`config.mk`:
```
export PLATFORM = sky130hd
export DESIGN_NAME = obj_line_top
export DESIGN_NICKNAME = d
export VERILOG_FILES = /design/src/obj_pkg.sv /design/src/obj_attr_fetch.sv /design/src/obj_draw.sv /design/src/obj_line_buffer.sv /design/src/obj_line_top.sv
export VERILOG_INCLUDE_DIRS = /design/src
export SDC_FILE = /design/constraint.sdc
export NUM_CORES = 2
export LEC_CHECK = 0
export BUFFER_PORTS_ARGS = -buffer_cell sky130_fd_sc_hd__buf_2
export CAP_MARGIN = 5
export CORE_MARGIN = 4
export CORE_UTILIZATION = 30
export CTS_CLUSTER_DIAMETER = 60
export DETAILED_ROUTE_END_ITERATION = 8
export PLACE_DENSITY = 0.47
export REMOVE_ABC_BUFFERS = 1
export SLEW_MARGIN = 20
export SYNTH_ARGS = -nofsm -noshare
export SYNTH_HDL_FRONTEND = slang
export SYNTH_HIERARCHICAL = 1
export SYNTH_SLANG_ARGS = --single-unit
```
`constraint.sdc`:
```
create_clock -name clk -period 4.98 [get_ports clk]
set_clock_uncertainty 0.05 [all_clocks]
set_input_delay 0.498 -clock clk [delete_from_list [all_inputs] [get_ports clk]]
set_output_delay 0.498 -clock clk [all_outputs]
set_load 0.01 [all_outputs]
```
`src/obj_config.svh`:
```
// ====================
// build-time sizes for the sprite line engine
// include in any module that needs table, line or sprite sizes
// ====================
`ifndef OBJ_CONFIG_SVH
`define OBJ_CONFIG_SVH

// object table
`define OBJ_COUNT   16          // objects per table
`define OBJ_IDX_W   4           // bits to index one object
`define OBJ_TBL_AW  6           // byte address, object then byte

// line and sprite geometry
`define OBJ_LINE_W  256         // visible pixels per line
`define OBJ_SIZE    16          // sprite height and width

// colour code that is never written to the line
`define OBJ_TRANSP  15

`endif

```
`src/obj_pkg.sv`:
```
// ====================
// payload types passed between the sprite line stages
// referenced by scoped name from every stage and the top
// ====================
package obj_pkg;

    // one object's drawing data, fetch to draw
    typedef struct packed {
        logic [9:0] code;       // tile code, high bits from attribute byte
        logic [1:0] pal;
        logic       vflip;
        logic       hflip;
        logic [7:0] y;
        logic [8:0] x;          // bit 8 from attribute byte
        logic       last;       // final object of the table
    } obj_attr_t;

    // four pixels of one sprite quarter, draw to buffer
    typedef struct packed {
        logic [8:0]      x;     // screen X of col[0]
        logic [1:0]      pal;
        logic [3:0][3:0] col;   // col[0] is leftmost
    } pxl_group_t;

    // one line buffer pixel
    typedef struct packed {
        logic [1:0] pal;
        logic [3:0] col;
    } buf_entry_t;

endpackage

```
`src/obj_attr_fetch.sv`:
```
// ====================
// stage 1 of the sprite line engine
// host fills the 64-byte object table, then a line_start walks all
// objects in order and offers one attribute struct each by req/ack
// ====================
`timescale 1ns/1ps
`include "obj_config.svh"

module obj_attr_fetch (
    input  logic                   clk,
    input  logic                   rst,
    // host table port
    input  logic                   tbl_we,
    input  logic [`OBJ_TBL_AW-1:0] tbl_addr,
    input  logic [7:0]             tbl_data,
    // line control
    input  logic                   line_start,
    input  logic [7:0]             line_num,
    output logic                   busy,
    output logic                   line_done,
    // to draw stage
    output logic                   attr_req,
    input  logic                   attr_ack,
    output obj_pkg::obj_attr_t     attr,
    output logic [7:0]             line_num_q,
    // from line buffer
    input  logic                   done_in
);

    typedef enum logic [2:0] {
        F_IDLE,
        F_READ,     // table read of current object
        F_REQ,      // attr offered, wait for ack
        F_ACKLOW,   // wait for ack to drop
        F_DONE      // all objects handed out, wait for buffer
    } fstate_t;

    fstate_t                 state;
    logic [`OBJ_IDX_W-1:0]   obj_idx;
    logic                    done_pend;     // buffer finished early
    logic                    obj_last;

    // four bytes per object: code low, attribute, Y, X
    logic [3:0][7:0] tbl [0:`OBJ_COUNT-1];
    logic [3:0][7:0] rd_word;

    always_ff @(posedge clk) begin
        if (tbl_we)
            tbl[tbl_addr[`OBJ_TBL_AW-1:2]][tbl_addr[1:0]] <= tbl_data;
        if (state == F_READ)
            rd_word <= tbl[obj_idx];    // attr shows up next cycle
    end

    assign obj_last = (obj_idx == `OBJ_IDX_W'(`OBJ_COUNT - 1));

    // unpack the attribute byte, rd_word is stable while req is high
    assign attr = '{
        code:  {rd_word[1][7:6], rd_word[0]},
        pal:   rd_word[1][5:4],
        vflip: rd_word[1][3],
        hflip: rd_word[1][2],
        y:     rd_word[2],
        x:     {rd_word[1][0], rd_word[3]},
        last:  obj_last
    };

    always_ff @(posedge clk) begin
        if (rst) begin
            state      <= F_IDLE;
            obj_idx    <= '0;
            busy       <= 1'b0;
            line_done  <= 1'b0;
            attr_req   <= 1'b0;
            done_pend  <= 1'b0;
            line_num_q <= '0;
        end else begin
            line_done <= 1'b0;                              // one-cycle pulse
            if (busy && done_in)
                done_pend <= 1'b1;
            case (state)
                F_IDLE: if (line_start) begin               // ignored while busy
                    line_num_q <= line_num;
                    busy       <= 1'b1;
                    obj_idx    <= '0;
                    done_pend  <= 1'b0;
                    state      <= F_READ;
                end
                F_READ: begin
                    attr_req <= 1'b1;
                    state    <= F_REQ;
                end
                F_REQ: if (attr_ack) begin
                    attr_req <= 1'b0;
                    state    <= F_ACKLOW;
                end
                F_ACKLOW: if (!attr_ack) begin
                    if (obj_last) begin
                        state <= F_DONE;
                    end else begin
                        obj_idx <= obj_idx + 1'b1;
                        state   <= F_READ;
                    end
                end
                F_DONE: if (done_pend || done_in) begin
                    busy      <= 1'b0;                      // falls with line_done
                    line_done <= 1'b1;
                    state     <= F_IDLE;
                end
                default: state <= F_IDLE;
            endcase
        end
    end

endmodule

```
`src/obj_draw.sv`:
```
// ====================
// stage 2 of the sprite line engine
// zone test, graphics ROM fetch of four quarters per object and
// planar depack into four-pixel groups for the line buffer
// ====================
`timescale 1ns/1ps
`include "obj_config.svh"

module obj_draw (
    input  logic                clk,
    input  logic                rst,
    // from fetch stage
    input  logic                attr_req,
    output logic                attr_ack,
    input  obj_pkg::obj_attr_t  attr,
    input  logic [7:0]          line_num_q,
    // graphics ROM
    output logic                rom_req,
    output logic [15:0]         rom_addr,
    input  logic                rom_ack,
    input  logic [15:0]         rom_data,
    // to line buffer
    output logic                grp_req,
    input  logic                grp_ack,
    output obj_pkg::pxl_group_t grp,
    output logic                grp_last
);

    typedef enum logic [1:0] {
        D_IDLE,     // decide on the held object
        D_ROM,      // rom_req high, wait for ack
        D_ROM_END,  // wait for rom_ack to drop
        D_OUT       // hand the group over once output is free
    } dstate_t;

    dstate_t            state;
    obj_pkg::obj_attr_t cur;        // object being drawn
    logic               cur_valid;
    logic [1:0]         q;          // on-screen column quarter
    logic [15:0]        word;       // latched ROM word
    logic [7:0]         diff;
    logic [3:0]         row;
    logic               in_zone;
    logic               out_free;

    // depack one planar word, bit 3 of each nibble is leftmost unless flipped
    function automatic logic [3:0][3:0] depack(input logic [15:0] w, input logic flip);
        logic [3:0][3:0] c;
        int              b;
        for (int i = 0; i < 4; i++) begin
            b    = flip ? i : 3 - i;
            c[i] = {w[12+b], w[8+b], w[4+b], w[b]};     // plane 3 is msb
        end
        return c;
    endfunction

    assign diff     = line_num_q - cur.y;               // modulo 256
    assign in_zone  = (diff < 8'(`OBJ_SIZE));
    assign row      = diff[3:0] ^ {4{cur.vflip}};
    assign out_free = !grp_req && !grp_ack;             // previous group fully closed

    // code, col[1], row, col[0]; flip picks the mirrored quarter
    assign rom_addr = {cur.code, q[1] ^ cur.hflip, row, q[0] ^ cur.hflip};

    always_ff @(posedge clk) begin
        if (rom_req && rom_ack)
            word <= rom_data;
        // accept a new object as soon as the previous one is released
        if (attr_req && !attr_ack && !cur_valid)
            cur <= attr;
    end

    always_ff @(posedge clk) begin
        if (rst) begin
            state     <= D_IDLE;
            cur_valid <= 1'b0;
            attr_ack  <= 1'b0;
            rom_req   <= 1'b0;
            grp_req   <= 1'b0;
            grp_last  <= 1'b0;
            q         <= '0;
        end else begin
            // input side handshake
            if (attr_req && !attr_ack && !cur_valid) begin
                cur_valid <= 1'b1;
                attr_ack  <= 1'b1;
            end else if (attr_ack && !attr_req) begin
                attr_ack <= 1'b0;
            end
            // output side, req drops on ack
            if (grp_req && grp_ack)
                grp_req <= 1'b0;

            case (state)
                D_IDLE: if (cur_valid) begin
                    if (in_zone) begin
                        q       <= '0;
                        rom_req <= 1'b1;
                        state   <= D_ROM;
                    end else if (!cur.last) begin
                        cur_valid <= 1'b0;                  // skipped, no ROM access
                    end else if (out_free) begin
                        // closing empty group so the buffer sees the end of line
                        grp.x    <= cur.x;
                        grp.pal  <= cur.pal;
                        grp.col  <= {4{4'(`OBJ_TRANSP)}};
                        grp_last <= 1'b1;
                        grp_req  <= 1'b1;
                        cur_valid <= 1'b0;
                    end
                end
                D_ROM: if (rom_ack) begin
                    rom_req <= 1'b0;
                    state   <= D_ROM_END;
                end
                D_ROM_END: if (!rom_ack)
                    state <= D_OUT;
                D_OUT: if (out_free) begin
                    grp.x    <= cur.x + {5'd0, q, 2'b00};   // 4 pixels per quarter
                    grp.pal  <= cur.pal;
                    grp.col  <= depack(word, cur.hflip);
                    grp_last <= cur.last && (q == 2'd3);
                    grp_req  <= 1'b1;
                    if (q == 2'd3) begin
                        cur_valid <= 1'b0;                  // next attr may come in
                        state     <= D_IDLE;
                    end else begin
                        q       <= q + 1'b1;
                        rom_req <= 1'b1;                    // overlaps buffer write
                        state   <= D_ROM;
                    end
                end
                default: state <= D_IDLE;
            endcase
        end
    end

endmodule

```
`src/obj_line_buffer.sv`:
```
// ====================
// stage 3 of the sprite line engine
// one-line pixel RAM, first writer wins so lower objects stay on top
// readout returns the pixel a cycle later and clears the entry
// ====================
`timescale 1ns/1ps
`include "obj_config.svh"

module obj_line_buffer (
    input  logic                clk,
    input  logic                rst,
    // from draw stage
    input  logic                grp_req,
    output logic                grp_ack,
    input  obj_pkg::pxl_group_t grp,
    input  logic                grp_last,
    output logic                done_in,
    // readout
    input  logic                rd_en,
    input  logic [7:0]          rd_addr,
    output obj_pkg::buf_entry_t rd_pixel
);

    localparam obj_pkg::buf_entry_t BLANK = '{pal: 2'd0, col: 4'(`OBJ_TRANSP)};

    obj_pkg::buf_entry_t    line_ram [0:`OBJ_LINE_W-1];
    logic [`OBJ_LINE_W-1:0] valid;

    obj_pkg::pxl_group_t    g;          // latched group
    logic                   g_last;
    logic                   writing;
    logic [1:0]             cnt;        // pixel within group
    logic [9:0]             px;         // full X, may pass the line end
    logic [3:0]             col;
    logic                   wr;

    assign px  = {1'b0, g.x} + {8'd0, cnt};
    assign col = g.col[cnt];
    // skip transparent, off-line and already claimed pixels
    assign wr  = writing && (col != 4'(`OBJ_TRANSP)) &&
                 (px < 10'(`OBJ_LINE_W)) && !valid[px[7:0]];

    always_ff @(posedge clk) begin
        if (wr)
            line_ram[px[7:0]] <= '{pal: g.pal, col: col};
        if (rd_en)
            rd_pixel <= valid[rd_addr] ? line_ram[rd_addr] : BLANK;
        if (grp_req && !grp_ack && !writing) begin
            g      <= grp;
            g_last <= grp_last;
        end
    end

    always_ff @(posedge clk) begin
        if (rst) begin
            valid   <= '0;
            writing <= 1'b0;
            cnt     <= '0;
            grp_ack <= 1'b0;
            done_in <= 1'b0;
        end else begin
            done_in <= 1'b0;
            if (rd_en)
                valid[rd_addr] <= 1'b0;     // read clears
            if (wr)
                valid[px[7:0]] <= 1'b1;
            if (grp_req && !grp_ack && !writing) begin
                writing <= 1'b1;
                cnt     <= '0;
            end else if (writing) begin
                cnt <= cnt + 1'b1;
                if (cnt == 2'd3) begin      // fourth pixel goes in this cycle
                    writing <= 1'b0;
                    grp_ack <= 1'b1;
                    done_in <= g_last;
                end
            end else if (grp_ack && !grp_req) begin
                grp_ack <= 1'b0;
            end
        end
    end

endmodule

```
`src/obj_line_top.sv`:
```
// ====================
// sprite line engine top
// chains attribute fetch, draw and line buffer stages
// ROM is external, readout only after line_done
// ====================
`timescale 1ns/1ps

module obj_line_top (
    input  logic                clk,
    input  logic                rst,
    // host table and line control
    input  logic                tbl_we,
    input  logic [5:0]          tbl_addr,
    input  logic [7:0]          tbl_data,
    input  logic                line_start,
    input  logic [7:0]          line_num,
    output logic                busy,
    output logic                line_done,
    // graphics ROM
    output logic                rom_req,
    output logic [15:0]         rom_addr,
    input  logic                rom_ack,
    input  logic [15:0]         rom_data,
    // line readout
    input  logic                rd_en,
    input  logic [7:0]          rd_addr,
    output obj_pkg::buf_entry_t rd_pixel
);

    logic                attr_req;
    logic                attr_ack;
    obj_pkg::obj_attr_t  attr;
    logic [7:0]          line_num_q;
    logic                grp_req;
    logic                grp_ack;
    obj_pkg::pxl_group_t grp;
    logic                grp_last;
    logic                done_in;

    obj_attr_fetch u_fetch (
        .clk        (clk),
        .rst        (rst),
        .tbl_we     (tbl_we),
        .tbl_addr   (tbl_addr),
        .tbl_data   (tbl_data),
        .line_start (line_start),
        .line_num   (line_num),
        .busy       (busy),
        .line_done  (line_done),
        .attr_req   (attr_req),
        .attr_ack   (attr_ack),
        .attr       (attr),
        .line_num_q (line_num_q),
        .done_in    (done_in)
    );

    obj_draw u_draw (
        .clk        (clk),
        .rst        (rst),
        .attr_req   (attr_req),
        .attr_ack   (attr_ack),
        .attr       (attr),
        .line_num_q (line_num_q),
        .rom_req    (rom_req),
        .rom_addr   (rom_addr),
        .rom_ack    (rom_ack),
        .rom_data   (rom_data),
        .grp_req    (grp_req),
        .grp_ack    (grp_ack),
        .grp        (grp),
        .grp_last   (grp_last)
    );

    obj_line_buffer u_buf (
        .clk        (clk),
        .rst        (rst),
        .grp_req    (grp_req),
        .grp_ack    (grp_ack),
        .grp        (grp),
        .grp_last   (grp_last),
        .done_in    (done_in),
        .rd_en      (rd_en),
        .rd_addr    (rd_addr),
        .rd_pixel   (rd_pixel)
    );

endmodule

```
# == Word level (Yosys, flattened, before mapping) ==
# Memories as Yosys holds them, arrays and structs flattened. A register that Yosys moved wholly into a read port is not among the register bits.
# Index checks and enable logic that the tools add are counted.
# op_classes
reduce_logical,49
bitwise_logic,11
n_eq_ne,26
addsub,18
muxes,142
magnitude_cmp,25
# op_table
op,n
$mux W256,3
$lt A32 B6 Y1 const B,16
$add A5 B32 Y32 const A,8
$and A256 B256 Y256,1
$not A256 Y256,1
$or A256 B256 Y256,1
$mux W27,5
$add A4 B32 Y32 const A,4
$mux W1,77
$bmux W1 S4,16
$pmux W27 S2,1
$mux W32,1
$mux W2,13
$lt A8 B9 Y1 const B,2
$logic_and A1 B1 Y1,17
$bmux W1 S8,2
$demux W1 S8,2
$demux W8 S2,1
$ge A8 B1 Y1 const B,2
$mux W4,4
$ne A2 B2 Y1 const B,8
$mux W3,5
$pmux W3 S5,1
$ne A2 B1 Y1 const B,7
40 further kinds,73
# totals
inputBits,52
mem_count,2
reg_bits,392
ram_bits,2048
output_inout_bits,25
# mem_list
name,words,width,read_ports,rd_clocked_by_memory_dff,wr,line,text
u_buf.line_ram,256,6,1,1,1,obj_line_buffer.sv:26,obj_pkg::buf_entry_t line_ram [0:`OBJ_LINE_W-1];
u_fetch.tbl,16,32,1,1,1,obj_attr_fetch.sv:44,logic [3:0][7:0] tbl [0:`OBJ_COUNT-1];

# == Longest topological paths before layout ==
# logic_depth
ltp_word,10
mapped_depth,17

# == Cells and area by module ==
# The synthesis kept the hierarchy.
# modules_own_cells
module,cells_per_inst,seq_area_each_um2,n_inst,area_per_inst_um2
obj_line_buffer,4427,52370.2,1,76444.6
obj_attr_fetch,979,16205.5,1,20569.7
obj_draw,279,2432.3,1,3838.7

# == Worst setup path before layout ==
# OpenSTA, ideal clock, no wires.
# synth_timing
kind,register to register
from,register u_fetch.line_num_q[0]
to,"register, netlist name u_draw/grp[0]"
setup_time_ns,0.479
arrival_ns,4.614
t_required_ns,4.451
synth_period_minus_slack_ns,5.143
n_path_buf,0
stages_incl_launch_ff,11
slack_ns,-0.163
path_cell_list,dfxtp_1 -> inv_1 -> ha_1 -> inv_1 -> fa_1 -> a21o_2 -> a221oi_1 -> a211oi_2 -> o2111ai_2 -> a31oi_1 -> nor4_1
# synth_via
elab_chain_cells,4
# synth_lines
element,line,text
"start, declared",obj_attr_fetch.sv:25,"output logic [7:0] line_num_q,"
"start signal, assigned",obj_attr_fetch.sv:82,line_num_q <= line_num;
$sub A8 B8 Y8,obj_draw.sv:57,assign diff = line_num_q - cur.y;
$lt A8 B5 Y1,obj_draw.sv:58,assign in_zone = (diff < 8'(`OBJ_SIZE));
$ne A2 B2 Y1 (no source line),n/a,
$reduce_and A7 Y1 (no source line),n/a,
# Every way passes these cells.
# A chain may end at the register's enable or synchronous reset.

# == Final worst setup path ==
# layout_timing
from,register u_buf/g[18] in the netlist's numbering
to,memory u_buf/line_ram[138][1] in the netlist's numbering (enable)
# layout_via
elab_chain_cells,7
word_cells_on_any_way,9
# layout_lines
element,line,text
"start, declared",obj_line_buffer.sv:29,obj_pkg::pxl_group_t g;
"start signal, assigned",obj_line_buffer.sv:49,g <= grp;
$add A9 B2 Y10 *,obj_line_buffer.sv:37,"assign px = {1'b0, g.x} + {8'd0, cnt};"
$bmux W1 S8,obj_line_buffer.sv:41,(px < 10'(`OBJ_LINE_W)) && !valid[px[7:0]];
$mux W1 (not written as such),obj_line_buffer.sv:41,
$logic_not A1 Y1,obj_line_buffer.sv:41,
$logic_and A1 B1 Y1,obj_line_buffer.sv:40,assign wr = writing && (col != 4'(`OBJ_TRANSP)) &&
$mux W1,obj_line_buffer.sv:44,if (wr)
$mux W1 (not written as such),obj_line_buffer.sv:45,"line_ram[px[7:0]] <= '{pal: g.pal, col: col};"
"end, declared",obj_line_buffer.sv:26,
# Mark *: on every way between the ends. The rest lies on a longest branch, timed or not. The select of a mux whose other input is x is not followed.

==> flow_metrics.tcl <==
set metrics [dict create \
    grt_pass1_vias 57400 \
    yosys_warnings 6 \
    cts_made_buffers 289 \
    p_total_mw 45.1 \
    drive_gt1_frac 0.273 \
    setup_ws_ps 298 \
    finalNetCount 6228 \
    async_reset_ff_frac 0 \
    setup_viol 0 \
    grt_first_pass_wirelength_um 431000 \
    relSlewSlack 0.245 \
    vias 56200 \
    finalMaxSlewViolations 0 \
    timing.rr.start "u_buf/g[18]" \
    design_area_sq_mm 0.118 \
    netSwitchingPower_mw 10.2 \
    synth_edf_count 2172 \
    fmax_mhz 214 \
    dp_hpwl_um 193000 \
    clk_latency_ps 900 \
    cts_tree "done" \
    cts.sinks 2461 \
    yosysSeqAreaShare 0.704 \
    layout_common_cells "edfxtp_1 (2172), mux4_2 (719), buf_4 (459), o21ai_0 (359), nand2_1 (344)" \
    hp-class "in2reg" \
    synthCells 5685 \
    row_count 212 \
    placed_cell_area_sq_mm 0.109 \
    vdd_drop_max_v 0.000270 \
    r2r_cells 12 \
    clk_pin_slew_ps 60 \
    cts_htree_levels 5 \
    drt_iter0_drc 5727 \
    core_sq_mm 0.334 \
    dieArea_sq_mm 0.346 \
    die_w_um 588 \
    cp-end-kind "register" \
    p_int_mw 35.0 \
    ys_seq_elements 2461 \
    dp_slack_ps 406 \
    clock_path_buffers 4 \
    grt_remaining_overflow 0 \
    critPathRequiredTime_ps 5470 \
    netlist-cell-type-count 87 \
    p_clk_frac 0.446 \
    gp_congestion 0.852 \
    fillers 31400 \
    p_seq_frac 0.501 \
    final_common_cell "edfxtp_1" \
    io_pins 77 \
    start_util 0.302 \
    critPathArrivalTime_ps 5170 \
    syn_to_final_growth_pct 17.1 \
    antenna_found_initial 12 \
    worst_pin_slew_ps 1130 \
    vias_per_cell 5.22 \
    rsz0062_at_grt "false" \
    track_usage 0.169 \
    wl_um 300000 \
    path_max_fanout 17 \
    maxCapViolCount 0 \
    drt-pass1-iter-count 6 \
    wl_per_cell_um 27.8 \
    postRouteAntennaNets 0 \
    r2r-end "u_buf/line_ram[138][1]" \
    min_from "rst" \
    pwr-share-comb 0.053 \
    period_needed_ps 4680 \
    cellLeakagePower_nw 36.7 \
    startpoint_type "register" \
    die_h_um 588 \
    powerDensity_mw_per_mm2 382 \
    swShare 0.225 \
    fin_crit_sh 0.940 \
    root_buffer "clkbuf_16" \
    synth_flop_cell "edfxtp_1" \
    avgSynthCellArea_sq_um 17.7 \
    min_path_cells 2 \
    holdPathEnd "u_buf/valid[77]" \
    grt_max_degree 149 \
    r2r_setup_slack_ps 300 \
    status "complete, no violations" \
    syn_area_sq_mm 0.101 \
    port_buffers 76 \
    drc_errors 0 \
    hold_violations 0 \
    path_class "reg2reg" \
]
layout make-up:
type	count	area [sq um]	area share
Tap cell	4387	5490	0.0465
Inverter	60	225	0.00191
Sequential cell	2461	71000	0.602
Antenna cell	6	15.0	0.000127
Clock inverter	156	1360	0.0115
Timing Repair Buffer	593	4780	0.0405
Clock buffer	348	7540	0.0638
Multi-Input combinational cell	2749	27600	0.234
kinds of logic (layout without fill, tap and decap cells):
logic type               count (synthesis)  after routing  synth area share
adder cells (fa/ha/maj)                 22             22           0.00295
flip-flops                            2461           2461             0.704
XOR/XNOR                                20             20           0.00181
multiplexers                           798            798             0.169
buffers and inverters                  475           1157            0.0231
other                                    0              6                 0
AO/OA/AOI/OAI                          741            741            0.0445
AND/OR/NAND/NOR                       1168           1168            0.0546
layer usage:
| metal | up-vias | global-route usage | wire length (um) |
|---|---|---|---|
| met4 | 4 | 0.0544 | 10100 |
| met1 | 29900 | 0.235 | 129000 |
| met5 | - | 0 | 32 |
| met2 | 2006 | 0.272 | 142000 |
| met3 | 465 | 0.0279 | 18300 |
| li1 | 23800 | - | - |
timing repair:
item | in CTS | in global routing
gates resized for setup | 0 | 0
hold buffers | 27 | 0
buffers inserted | 0 | 0
setup endpoints to repair | 0 | 0
endpoints found under the hold margin | 34 | 0
critical path: stages (launching register included):
cell      delay [ps]
edfxtp_1         380
ha_2             240
fa_2             660
buf_4            360
nand2b_1         530
o22ai_1          140
nor4_1           330
a211oi_1         110
a31oi_2          590
nand4_1          200
buf_4            280
nor2_1           240
buf_4            200
worst max path at each step:
stage | from | endpoint | slack, ps | depth (start not counted)
CTS | u_buf/g[18] | u_buf/line_ram[138][0] | 330 | 10
global placement | u_buf/g[18] | u_buf/line_ram[165][0] | 410 | 12
detailed placement | u_buf/g[18] | u_buf/line_ram[138][5] | 410 | 12
floorplan | u_buf/cnt[0] | u_buf/line_ram[192][0] | -2480 | 9
global route | u_buf/g[18] | u_buf/line_ram[138][0] | 140 | 12
finish | u_buf/g[18] | u_buf/line_ram[138][1] | 300 | 12
synthesized netlist by cell type (all sizes together), types with 4 or more instances:
cell type  number  area share
nand3b         25      0.0019
clkbuf        229      0.0087
nor2          319       0.012
mux4          723        0.16
o32ai           5     0.00043
edfxtp       2172        0.65
ha             19      0.0024
buf           186       0.012
xnor2          13      0.0011
o31ai          49      0.0036
nand4b          4     0.00035
xor2            7     0.00068
and2            9     0.00056
o21bai          4     0.00030
o22ai         141      0.0087
nor3b           8     0.00060
nor2b         166       0.010
a22o            7     0.00061
mux2            5     0.00056
or3            20      0.0013
nand2         345       0.013
a211oi         11     0.00097
a311oi          4     0.00035
nor4           10     0.00068
a31oi          13     0.00087
mux2i          70      0.0069
a221oi          5     0.00050
inv            60      0.0022
nand2b         18      0.0011
a22oi          15      0.0011
a21oi          67      0.0035
or2             4     0.00025
and3            8     0.00050
nand3          64      0.0032
o21ai         362       0.018
nor3          131      0.0065
a311o          18      0.0018
nand4          24      0.0015
a32oi           9     0.00078
dfxtp         289       0.057
sequential cells by signal, summed over array words and instances, names as in the netlist, 8 cells and up:
signal              cells
u_buf/g                27
u_buf/line_ram       1536
u_buf/valid           256
u_draw/cur             22
u_draw/grp             27
u_draw/rom_addr        10
u_draw/word            16
u_fetch/attr           31
u_fetch/line_num_q      8
u_fetch/tbl           496
power groups by stage:
stage / logic, mW / registers, mW / clock network (mW)
5_1_grt: 2.53 / 22.6 / 21.6
3_5_place_dp: 2.42 / 23.1 / 0
4_1_cts: 2.44 / 22.6 / 20.7
3_3_place_gp: 2.40 / 23.1 / 0
2_1_floorplan: 0.997 / 23.1 / 0
6_report: 2.39 / 22.6 / 20.1
stage by stage:
| stage | cells | util | TNS [ps] | hold slack (ps) |
|---|---|---|---|---|
| 6_report | 10800 | 0.353 | 0 | 117 |
| 5_1_grt | 10800 | 0.353 | 0 | 100 |
| 4_1_cts | 10800 | 0.353 | 0 | 20.6 |
| 3_5_place_dp | 10200 | 0.326 | 0 | 355 |
| 3_3_place_gp | 10200 | 0.326 | 0 | 352 |
| 2_1_floorplan | 5270 | - | -2862220 | 350 |
No activity file was read; power rests on OpenSTA's default activity.
